## src/logic/nora_pkg.sv

```systemverilog
// shared definitions for the system control block
//   register window offsets
//   SPI control byte views and their union
//   reset defaults passed down as module parameters
package nora_pkg;

    // 5-bit offsets inside the 32-byte window at CPU 0x9F40
    localparam logic [4:0] REG_RAMBANK_MASK = 5'h10;    // CPU 0x9F50
    localparam logic [4:0] REG_SPI_CTRL     = 5'h12;    // CPU 0x9F52
    localparam logic [4:0] REG_SPI_DATA     = 5'h13;    // CPU 0x9F53

    // control byte as written by the CPU
    typedef struct packed {
        logic [3:0] ignored;                            // bits 7..4, don't care
        logic [2:0] clk_div;                            // half SCK period = clk_div+1
        logic       cs_assert;                          // 1 drives CS# low
    } spi_ctrl_wr_t;

    // control byte as read back by the CPU
    typedef struct packed {
        logic       busy;                               // transfer in progress
        logic [2:0] zero;                               // read as 0
        logic [2:0] clk_div;                            // current divider
        logic       cs_assert;                          // current chip select
    } spi_ctrl_rd_t;

    // one byte, command on write and status on read
    typedef union packed {
        spi_ctrl_wr_t wr;
        spi_ctrl_rd_t rd;
    } spi_ctrl_u;

    // reset defaults
    localparam logic [7:0] RAMBANK_MASK_RESET_DEF = 8'h7F;  // only 128 RAM banks after reset
    localparam logic [2:0] SPI_DIV_RESET_DEF      = 3'd3;   // slow SCK until software speeds up

endpackage

```

## src/logic/slave_bus_if.sv

```systemverilog
// CPU slave port bundle
//   bus side drives address, write data and strobes
//   register side returns read data
`timescale 1ns/100ps

interface slave_bus_if;
    logic [4:0] addr;           // window offset
    logic [7:0] datawr;         // write data, valid late in the cycle
    logic       datawr_valid;   // qualifies datawr
    logic [7:0] datard;         // combinational read data
    logic       req;            // chip select for the window
    logic       rwn;            // 1 read, 0 write

    modport bus (
        output addr,
        output datawr,
        output datawr_valid,
        input  datard,
        output req,
        output rwn
    );

    modport regs (
        input  addr,
        input  datawr,
        input  datawr_valid,
        output datard,
        input  req,
        input  rwn
    );
endinterface

```

## src/logic/spireg_if.sv

```systemverilog
// register port between the window decoder and the SPI master
//   host side selects and strobes, core side answers
`timescale 1ns/100ps

interface spireg_if;
    logic [7:0] d_wr;           // write data into the core
    logic [7:0] d_rd;           // read data from CONTROL or DATA
    logic       wr;             // one-cycle write strobe
    logic       rd;             // one-cycle read strobe, spare for receive-clear
    logic       ad;             // 0 CONTROL, 1 DATA

    modport host (
        output d_wr,
        input  d_rd,
        output wr,
        output rd,
        output ad
    );

    modport core (
        input  d_wr,
        output d_rd,
        input  wr,
        input  rd,
        input  ad
    );
endinterface

```

## src/logic/nora_sysctl_top.sv

```systemverilog
// system control block top level
//   plain CPU slave and SPI pins on the outside
//   register window decoder and SPI master inside
`timescale 1ns/100ps

module nora_sysctl_top
    import nora_pkg::*;
#(
    parameter logic [7:0] RAMBANK_MASK_RESET = RAMBANK_MASK_RESET_DEF,
    parameter logic [2:0] SPI_DIV_RESET      = SPI_DIV_RESET_DEF
)
(
    input  logic        clk,
    input  logic        resetn,             // sync, active low
    // CPU slave port
    input  logic [4:0]  slv_addr_i,
    input  logic [7:0]  slv_datawr_i,
    input  logic        slv_datawr_valid_i,
    input  logic        slv_req_i,
    input  logic        slv_rwn_i,          // 1 read, 0 write
    output logic [7:0]  slv_datard_o,
    // memory mapper
    output logic [7:0]  rambank_mask_o,
    // boot flash
    output logic        spi_sck_o,
    output logic        spi_mosi_o,
    output logic        spi_cs_n_o,
    input  logic        spi_miso_i
);

    slave_bus_if bus_if ();
    spireg_if    spi_if ();

    assign bus_if.addr         = slv_addr_i;
    assign bus_if.datawr       = slv_datawr_i;
    assign bus_if.datawr_valid = slv_datawr_valid_i;
    assign bus_if.req          = slv_req_i;
    assign bus_if.rwn          = slv_rwn_i;
    assign slv_datard_o        = bus_if.datard;

    sysregs #(
        .RAMBANK_MASK_RESET (RAMBANK_MASK_RESET)
    ) u_sysregs (
        .clk            (clk),
        .resetn         (resetn),
        .bus            (bus_if.regs),
        .spi            (spi_if.host),
        .rambank_mask_o (rambank_mask_o)
    );

    spi_master #(
        .DIV_RESET (SPI_DIV_RESET)
    ) u_spi_master (
        .clk        (clk),
        .resetn     (resetn),
        .regs       (spi_if.core),
        .spi_sck_o  (spi_sck_o),
        .spi_mosi_o (spi_mosi_o),
        .spi_cs_n_o (spi_cs_n_o),
        .spi_miso_i (spi_miso_i)
    );

endmodule

```

## src/logic/spi_master.sv

```systemverilog
// SPI master for the boot flash, mode 0, MSB first
//   control register written through the command view of the union
//   status and receive byte returned on read
//   SCK divider and 8-bit shift engine
`timescale 1ns/100ps

module spi_master
    import nora_pkg::*;
#(
    parameter logic [2:0] DIV_RESET = SPI_DIV_RESET_DEF
)
(
    input  logic        clk,
    input  logic        resetn,         // sync, active low
    spireg_if.core      regs,           // from the window decoder
    output logic        spi_sck_o,
    output logic        spi_mosi_o,
    output logic        spi_cs_n_o,
    input  logic        spi_miso_i
);

    spi_ctrl_u  ctrl_wr;                // incoming command byte
    spi_ctrl_u  ctrl_rd;                // outgoing status byte
    logic       cs_n_r;                 // registered inverse of cs_assert
    logic [2:0] clk_div_r;
    logic       busy_r;
    logic       sck_r;
    logic [2:0] div_cnt;                // clk cycles within a half period
    logic [2:0] bit_cnt;                // falling edges done
    logic [7:0] shift_r;                // tx out of bit 7, rx into bit 0
    logic [7:0] rx_r;                   // last received byte
    logic       miso_q;                 // sampled on SCK rise
    logic       half_tick;              // end of a half period
    logic       ctrl_wr_en;
    logic       data_wr_en;

    assign ctrl_wr    = regs.d_wr;
    assign ctrl_wr_en = regs.wr && !regs.ad;
    assign data_wr_en = regs.wr && regs.ad && !busy_r;  // ignored while busy
    assign half_tick  = busy_r && (div_cnt == clk_div_r);

    always_ff @(posedge clk)
    begin
        if (!resetn)
        begin
            cs_n_r    <= 1'b1;          // flash deselected
            clk_div_r <= DIV_RESET;
            busy_r    <= 1'b0;
            sck_r     <= 1'b0;          // mode 0 idles low
            div_cnt   <= 3'd0;
            bit_cnt   <= 3'd0;
            shift_r   <= 8'h00;         // MOSI low at reset
        end
        else
        begin
            if (ctrl_wr_en)
            begin
                cs_n_r <= !ctrl_wr.wr.cs_assert;
                if (!busy_r)
                begin
                    clk_div_r <= ctrl_wr.wr.clk_div;    // held during a transfer
                end
            end

            if (data_wr_en)
            begin
                shift_r <= regs.d_wr;   // bit 7 on MOSI next cycle
                busy_r  <= 1'b1;
                sck_r   <= 1'b0;
                div_cnt <= 3'd0;
                bit_cnt <= 3'd0;
            end
            else if (busy_r)
            begin
                if (half_tick)
                begin
                    div_cnt <= 3'd0;
                    sck_r   <= !sck_r;
                    if (sck_r)
                    begin
                        // falling edge, shift in the sampled bit
                        shift_r <= {shift_r[6:0], miso_q};
                        bit_cnt <= bit_cnt + 3'd1;
                        if (bit_cnt == 3'd7)
                        begin
                            busy_r <= 1'b0; // 16 half periods done
                        end
                    end
                end
                else
                begin
                    div_cnt <= div_cnt + 3'd1;
                end
            end
        end
    end

    // MISO sample and received byte
    always_ff @(posedge clk)
    begin
        if (half_tick && !sck_r)
        begin
            miso_q <= spi_miso_i;       // rising edge sample
        end
        if (half_tick && sck_r && (bit_cnt == 3'd7))
        begin
            rx_r <= {shift_r[6:0], miso_q}; // full byte at the last fall
        end
    end

    // status through the read view
    always_comb
    begin
        ctrl_rd              = '0;      // upper bits read zero
        ctrl_rd.rd.busy      = busy_r;
        ctrl_rd.rd.clk_div   = clk_div_r;
        ctrl_rd.rd.cs_assert = !cs_n_r;
        regs.d_rd            = regs.ad ? rx_r : ctrl_rd;
    end

    assign spi_sck_o  = sck_r;
    assign spi_mosi_o = shift_r[7];
    assign spi_cs_n_o = cs_n_r;

endmodule

```

## src/logic/sysregs.sv

```systemverilog
// system register window decoder
//   address decode for RAMBANK_MASK and the SPI master
//   combinational read multiplexer
//   RAMBANK_MASK register
`timescale 1ns/100ps

module sysregs
    import nora_pkg::*;
#(
    parameter logic [7:0] RAMBANK_MASK_RESET = RAMBANK_MASK_RESET_DEF
)
(
    input  logic        clk,
    input  logic        resetn,             // sync, active low
    slave_bus_if.regs   bus,                // CPU slave port
    spireg_if.host      spi,                // to the SPI master
    output logic [7:0]  rambank_mask_o      // to the memory mapper
);

    logic       mask_cs;                    // RAMBANK_MASK selected
    logic       spi_cs;                     // CONTROL or DATA selected
    logic       wr_qual;                    // write cycle with valid data
    logic       rd_qual;                    // read cycle strobe
    logic [7:0] rambank_mask_r;

    // decode and read mux, all combinational
    always_comb
    begin
        mask_cs    = 1'b0;
        spi_cs     = 1'b0;
        bus.datard = 8'h00;                 // unmapped reads as zero
        if (bus.req)
        begin
            case (bus.addr)
                REG_RAMBANK_MASK:
                begin
                    mask_cs    = 1'b1;
                    bus.datard = rambank_mask_r;
                end
                REG_SPI_CTRL, REG_SPI_DATA:
                begin
                    spi_cs     = 1'b1;
                    bus.datard = spi.d_rd;  // status or received byte
                end
                default:
                begin
                    bus.datard = 8'h00;
                end
            endcase
        end
    end

    assign wr_qual = !bus.rwn && bus.datawr_valid;
    assign rd_qual = bus.rwn && bus.datawr_valid;   // same strobe timing as writes

    // forward to the SPI master
    assign spi.d_wr = bus.datawr;
    assign spi.wr   = spi_cs && wr_qual;
    assign spi.rd   = spi_cs && rd_qual;
    assign spi.ad   = bus.addr[0];                  // 0x12 CONTROL, 0x13 DATA

    always_ff @(posedge clk)
    begin
        if (!resetn)
        begin
            rambank_mask_r <= RAMBANK_MASK_RESET;
        end
        else if (mask_cs && wr_qual)
        begin
            rambank_mask_r <= bus.datawr;           // takes effect at this edge
        end
    end

    assign rambank_mask_o = rambank_mask_r;

endmodule

```

## config.mk

```make
export PLATFORM = sky130hd
export DESIGN_NAME = nora_sysctl_top
export DESIGN_NICKNAME = d
export VERILOG_FILES = /design/src/logic/nora_pkg.sv /design/src/logic/slave_bus_if.sv /design/src/logic/spireg_if.sv /design/src/logic/nora_sysctl_top.sv /design/src/logic/spi_master.sv /design/src/logic/sysregs.sv
export SDC_FILE = /design/constraint.sdc
export NUM_CORES = 1
export LEC_CHECK = 0
export BUFFER_PORTS_ARGS = -buffer_cell sky130_fd_sc_hd__buf_2
export CAP_MARGIN = 15
export CORE_MARGIN = 3
export CORE_UTILIZATION = 50
export CTS_BUF_LIST = sky130_fd_sc_hd__clkbuf_8
export DETAILED_ROUTE_END_ITERATION = 10
export HOLD_SLACK_MARGIN = 0.03
export PLACE_DENSITY = 0.84
export SETUP_SLACK_MARGIN = 0.3
export SYNTH_ARGS = -nofsm -noshare
export SYNTH_HDL_FRONTEND = slang
export SYNTH_SLANG_ARGS = --single-unit
```

## constraint.sdc

```tcl
create_clock -name clk -period 1.6 [get_ports clk]
set_input_delay 0.16 -clock clk [delete_from_list [all_inputs] [get_ports clk]]
set_output_delay 0.16 -clock clk [all_outputs]
set_load 0.05 [all_outputs]
```

==> results of run 1 <==
## area by class of cell
type                    count  area [sq um]
clock buffers               5          68.8
clock inverters             3          65.1
fillers                   154           520
inverters                  10          37.5
multi-input cells         105          1070
flip-flops and latches     37           851
well taps                  44          55.1
repair buffers             56           460
## stage by stage
stage	area (sq um)	setup slack, ns
6_report	2610	0.0602
5_1_grt	2610	0.0254
4_1_cts	2460	0.0842
3_5_place_dp	2030	-0.0270
3_3_place_gp	2030	0.0471
2_1_floorplan	1810	0.192
## worst reg2reg max path, delay by kind of cell, from the launching register on
kind / cells / cell delay [ns]
flops: 1 / 0.37
simple gates: 3 / 0.49
buf+inv: 2 / 0.27
## report_power, final
group	switching, uW	internal (uW)	leakage (uW)
registers	2.22	947	0.000325
clock network	334	619	0.0000681
logic	86.7	74.9	0.000600
## sequential cells by signal, indices dropped and copies added (netlist names)
| name | count |
|---|---|
| u_spi_master.clk_div_r | 3 |
| u_spi_master.bit_cnt | 3 |
| u_sysregs.rambank_mask_o | 8 |
| u_spi_master.busy_r | 1 |
| u_spi_master.spi_sck_o | 1 |
| u_spi_master.rx_r | 8 |
| u_spi_master.shift_r | 8 |
| u_spi_master.miso_q | 1 |
| u_spi_master.spi_cs_n_o | 1 |
| u_spi_master.div_cnt | 3 |
## logic make-up after synthesis
group	Yosys count	share of synthesized area, %
and+or+nand+nor	48	17.3
DFF	37	49.1
AOI/OAI and AO/OA	30	12.8
buffers and inverters	19	4.96
muxes	18	11.0
xor gates and xnor gates	5	2.59
adders and majority gates	3	2.22
## routing by layer
| layer | track usage [%] | part of all wire, % | wire [um] | vias to the layer above |
|---|---|---|---|---|
| met5 | 0 | 0 | 0 | - |
| met2 | 45.8 | 53 | 2870 | 64 |
| li1 | - | - | - | 705 |
| met4 | 13.7 | 2.9 | 158 | 0 |
| met3 | 6.50 | 4.7 | 251 | 18 |
| met1 | 28.0 | 39 | 2090 | 753 |
## timing repair
action	in CTS	in global routing
buffers inserted	9	3
cloned	2	0
resized for setup	56	24
pin swaps	14	18
endpoints found under the setup margin	35	44
## synthesized netlist by cell type (2+ instances only)
cell	number	area, sq um
dfxtp_1	28	561
xor2_1	2	17.5
a21oi_1	3	15.0
nand2_1	13	48.8
nand2b_1	2	12.5
xnor2_1	3	26.3
nor2_1	6	22.5
a32oi_1	3	26.3
buf_2	2	10.0
nand3_1	3	15.0
inv_1	10	37.5
a31oi_1	8	50.1
nand3b_1	2	15.0
o221ai_1	8	70.1
a22oi_1	5	37.5
o21ai_0	2	10.0
mux2i_1	14	140
and4bb_2	2	25.0
edfxtp_1	9	270
nor2b_1	10	62.6
clkbuf_1	6	22.5
ha_1	3	37.5
mux2_2	4	45.0
## path summary, 6_finish.rpt
kind / startpoint / endpoint / slack, ns / depth (start not counted)
worst min register to register: u_spi_master.shift_r[7]$_SDFFE_PN0P_ / u_spi_master.shift_r[7]$_SDFFE_PN0P_ / 0.46 / 2
worst max-delay path: u_spi_master.rx_r[1]$_DFFE_PP_ / slv_datard_o[1] / 0.06 / 4
worst max register to register: u_spi_master.busy_r$_SDFF_PN0_ / u_spi_master.rx_r[7]$_DFFE_PP_ / 0.15 / 5
worst min-delay path: spi_miso_i / u_spi_master.miso_q$_DFFE_PP_ / 0.04 / 1
==> results.py, run 1 <==
metrics = {
    "final_layout": {
        "final_util_pct": 83.4,
        "syn_to_final_growth_pct": 54.3,
        "num_antenna_cells": 0,
        "final_layout_size_suffix_gt1_share_pct": 54.6,
        "final_cells": 260,
        "layout_commonest_cell": "buf_2",
        "final_cell_mix": "buf_2 (28), buf_6 (20), dfxtp_1 (20)",
        "nets": 237,
    },
    "grt": {
        "track_usage_pct": 25.8,
        "antenna_found_initial": 0,
        "grt_pass1_wl_um": 7980,
        "overflow": 0,
        "grt_start_max_net_pins": 16,
        "grt_pass1_vias": 1619,
    },
    "clock_tree": {
        "clkSinkCount": 37,
        "cts_buffer_depth": 2,
        "path_clk_slew_ns": 0.08,
        "clock_latency_ns": 0.29,
        "cts_buffers": 5,
        "ctsRootBufferMaster": "clkbuf_8",
        "holdBufCountCts": 0,
        "cts_tree": "built",
        "ctsHtreeMaxLevel": 2,
    },
    "yosys": {
        "synth_cell_types": 35,
        "syn_avg_cell_area_sq_um": 10.6,
        "synthFlopType": "dfxtp_1",
        "async_reset_ff_share_pct": 0,
        "synth_edf_count": 9,
        "synth_cells": 160,
        "syn-num-nets": 182,
        "synth.ff_latch_count": 37,
        "synth_warnings": 0,
        "syn_area_sq_um": 1690,
        "seq_area_frac_synth_pct": 49.1,
    },
    "sta": {
        "maxSlewViolCount": 0,
        "fmax_mhz": 649,
        "setup_tns_ns": 0,
        "fin_skew_ns": 0.00851,
        "setup_viol": 0,
        "layout_min_cycle_time_ns": 1.54,
        "hold_viol": 0,
        "slew_headroom_pct": 72.0,
        "rsz0062_at_grt": "yes",
        "worstMarginPinSlew_ns": 0.420,
        "period_share_pct": 96.2,
        "fin_hold_ws_ns": 0.0388,
    },
    "setup_path": {
        "required_ns": 1.44,
        "crit_buf_inv": 1,
        "crit_family": "flip-flops",
        "critical-path-max-stage-delay_ns": 0.38,
        "cp-end-kind": "output pin",
        "cpMaxStageDelayCell": "edfxtp_1",
        "cp_max_fo": 1,
        "crit_arrival_ns": 1.38,
        "crit_type": "register to output pin",
        "start_kind": "register",
        "crit_chain": "mux2_4 -> a22oi_2 -> nor2b_4 -> buf_6",
    },
    "power_and_ir_drop": {
        "ir_worst_vdd_mv": 0.796,
        "total_power_uw": 2060,
        "p_per_area_nw_per_um2": 792,
        "p_leak_uw": 0.000993,
    },
    "route": {
        "drtIter0Drc": 116,
        "drcViolationCount": 0,
        "ant_nets": 0,
        "dr.pass1.iters": 4,
        "wl_per_cell_um": 20.7,
        "drt_wl_total_um": 5370,
        "via_per_inst": 5.92,
        "vias": 1540,
    },
    "placement": {
        "io_buffers": 37,
        "dpl.hpwl_um": 2880,
        "dp_cells": 238,
        "gp_congestion": 0.761,
    },
    "status": {
        "outcome": "finished, final reports clean",
    },
    "floorplanning": {
        "die_x_um": 64.1,
        "io_pins": 38,
        "dieArea_sq_um": 4110,
        "core_sq_um": 3130,
        "fp.dieH_um": 64.1,
        "rows": 20,
        "start_util_pct": 54.0,
    },
    "hold_path": {
        "hp-class": "input port to register",
    },
    "flow_run": {
        "cap_viol_max_count": 0,
    },
}
Power figures use the tool's default switching activity.
==> inputs of run 2 (changes only) <==
Settings changed: MAX_ROUTING_LAYER set to met4.
==> run 2 against run 1 <==
Count of clock-buffer cells in the layout unchanged. Critical path depth unchanged. Sequential power about the same. Die area unchanged. Total power about the same. Clock skew down 0.00094 ns. Sequential share of layout area unchanged. Global-route usage up 0.75 points. Utilization unchanged. Worst hold slack about the same. Largest cell class unchanged. Largest power group unchanged. Highest routed layer unchanged.
==> results.py, run 2 (synthesis results as in run 1) <==
metrics = {
    "status": {
        "outcome": "finished, final reports clean",
    },
    "setup_path": {
        "cp-end-kind": "output pin",
        "start_kind": "register",
        "crit_chain": "mux2_4 -> a22oi_2 -> nor2b_4 -> buf_6",
        "crit_type": "register to output pin",
        "required_ns": 1.44,
        "r2r_start": "u_spi_master.div_cnt[0]$_SDFFE_PP0P_",
        "cpMaxStageDelayCell": "edfxtp_1",
        "crit_arrival_ns": 1.38,
        "critical-path-max-stage-delay_ns": 0.38,
        "critical_path.startpoint": "u_spi_master.rx_r[1]$_DFFE_PP_",
        "cp_max_fo": 1,
    },
    "route": {
        "wl_per_cell_um": 20.6,
        "drt_wl_total_um": 5370,
        "dr.pass1.iters": 4,
        "vias": 1548,
        "ant_nets": 0,
        "drtIter0Drc": 123,
        "drcViolationCount": 0,
        "via_per_inst": 5.95,
    },
    "sta": {
        "setup_viol": 0,
        "worstMarginPinSlew_ns": 0.418,
        "period_share_pct": 96.0,
        "fin_skew_ns": 0.00757,
        "fin_hold_ws_ns": 0.0386,
        "fmax_mhz": 651,
        "setup_tns_ns": 0,
        "hold_viol": 0,
        "rsz0062_at_grt": "yes",
        "maxSlewViolCount": 0,
        "slew_headroom_pct": 72.1,
        "layout_min_cycle_time_ns": 1.54,
    },
    "clock_tree": {
        "cts_buffers": 5,
        "cts_tree": "built",
        "clock_latency_ns": 0.29,
        "ctsHtreeMaxLevel": 2,
        "clkSinkCount": 37,
        "path_clk_slew_ns": 0.07,
        "ctsRootBufferMaster": "clkbuf_8",
        "cts_buffer_depth": 2,
        "holdBufCountCts": 0,
    },
    "grt": {
        "top_usage_layer": "met2",
        "antenna_found_initial": 0,
        "track_usage_pct": 26.6,
        "grt_pass1_wl_um": 7980,
        "grt_start_max_net_pins": 16,
        "met2_usage_pct": 45.8,
        "gr-usage-met3_pct": 6.50,
        "grt_pass1_vias": 1619,
        "use_met1_pct": 28.1,
        "overflow": 0,
    },
    "floorplanning": {
        "die_x_um": 64.1,
        "io_pins": 38,
        "dieArea_sq_um": 4110,
        "start_util_pct": 54.0,
        "fp.dieH_um": 64.1,
        "core_sq_um": 3130,
        "rows": 20,
    },
    "final_layout": {
        "final_layout_size_suffix_gt1_share_pct": 54.6,
        "syn_to_final_growth_pct": 54.3,
        "stdcell_area_sq_um": 2610,
        "num_antenna_cells": 0,
        "final_cell_mix": "buf_2 (28), buf_6 (20), dfxtp_1 (20)",
        "layout_commonest_cell": "buf_2",
        "nets": 237,
    },
    "placement": {
        "io_buffers": 37,
        "postPlaceCellArea_sq_um": 2030,
        "dpl.hpwl_um": 2880,
        "gp_congestion": 0.771,
    },
    "power_and_ir_drop": {
        "ir_worst_vdd_mv": 0.796,
        "p_per_area_nw_per_um2": 791,
        "p_leak_uw": 0.000993,
    },
    "hold_path": {
        "hp-class": "input port to register",
        "hold_start": "spi_miso_i",
    },
    "flow_run": {
        "cap_viol_max_count": 0,
    },
}
-- run 2: cell counts in the layout (fill, tap and decap cells not counted) --
Identical to the previous run, type by type.
-- run 2: cell type report --
class                           instances  area, sq um
Inverter                               10         37.5
Multi-Input combinational cell        105         1070
Clock inverter                          3         65.1
Sequential cell                        37          851
Fill cell                             154          520
Timing Repair Buffer                   56          460
Tap cell                               44         55.1
Clock buffer                            5         68.8
-- run 2: path summary, 6_finish.rpt --
path / slack (ns) / end / depth (start not counted)
hold reg to reg: 0.46 / u_spi_master.shift_r[7]$_SDFFE_PN0P_ / 2
setup reg to reg: 0.15 / u_spi_master.rx_r[7]$_DFFE_PP_ / 4
hold / removal: 0.04 / u_spi_master.miso_q$_DFFE_PP_ / 1
setup / recovery: 0.06 / slv_datard_o[1] / 4
-- run 2: per-stage QoR --
step / std cells / setup slack, ns / total power [uW] / util (%)
after floorplan: 160 / 0.192 / 1050 / -
after global placement: 238 / 0.0471 / 1090 / 64.8
after detailed placement: 238 / -0.0270 / 1090 / 64.8
after CTS: 257 / 0.0842 / 2050 / 78.8
after global routing: 260 / 0.0254 / 2140 / 83.4
final: 260 / 0.0645 / 2060 / 83.4
-- run 2: timing repair --
action,CTS,global route
setup buffers,9,3
gates resized for setup,56,24
cloned,2,0
pin swaps,14,18
endpoints found under the setup margin,35,44
-- run 2: report_power, final --
group / leakage [uW] / internal, uW / switching, uW
sequential: 0.000325 / 947 / 2.21
combinational: 0.000600 / 74.9 / 86.4
clock: 0.0000681 / 619 / 333
-- run 2: layer usage --
metal	wire (um)	vias to the layer above
met1	2040	756
met5	0	-
met3	300	20
met4	178	0
li1	-	700
met2	2850	72
-- run 2: critical path: cells and delay by family (launching register included) --
kind	cells	cell delay, ns
buffers and inverters	1	0.15
AOI/OAI and AO/OA	1	0.20
DFF	1	0.38
muxes	1	0.28
and+or+nand+nor	1	0.07
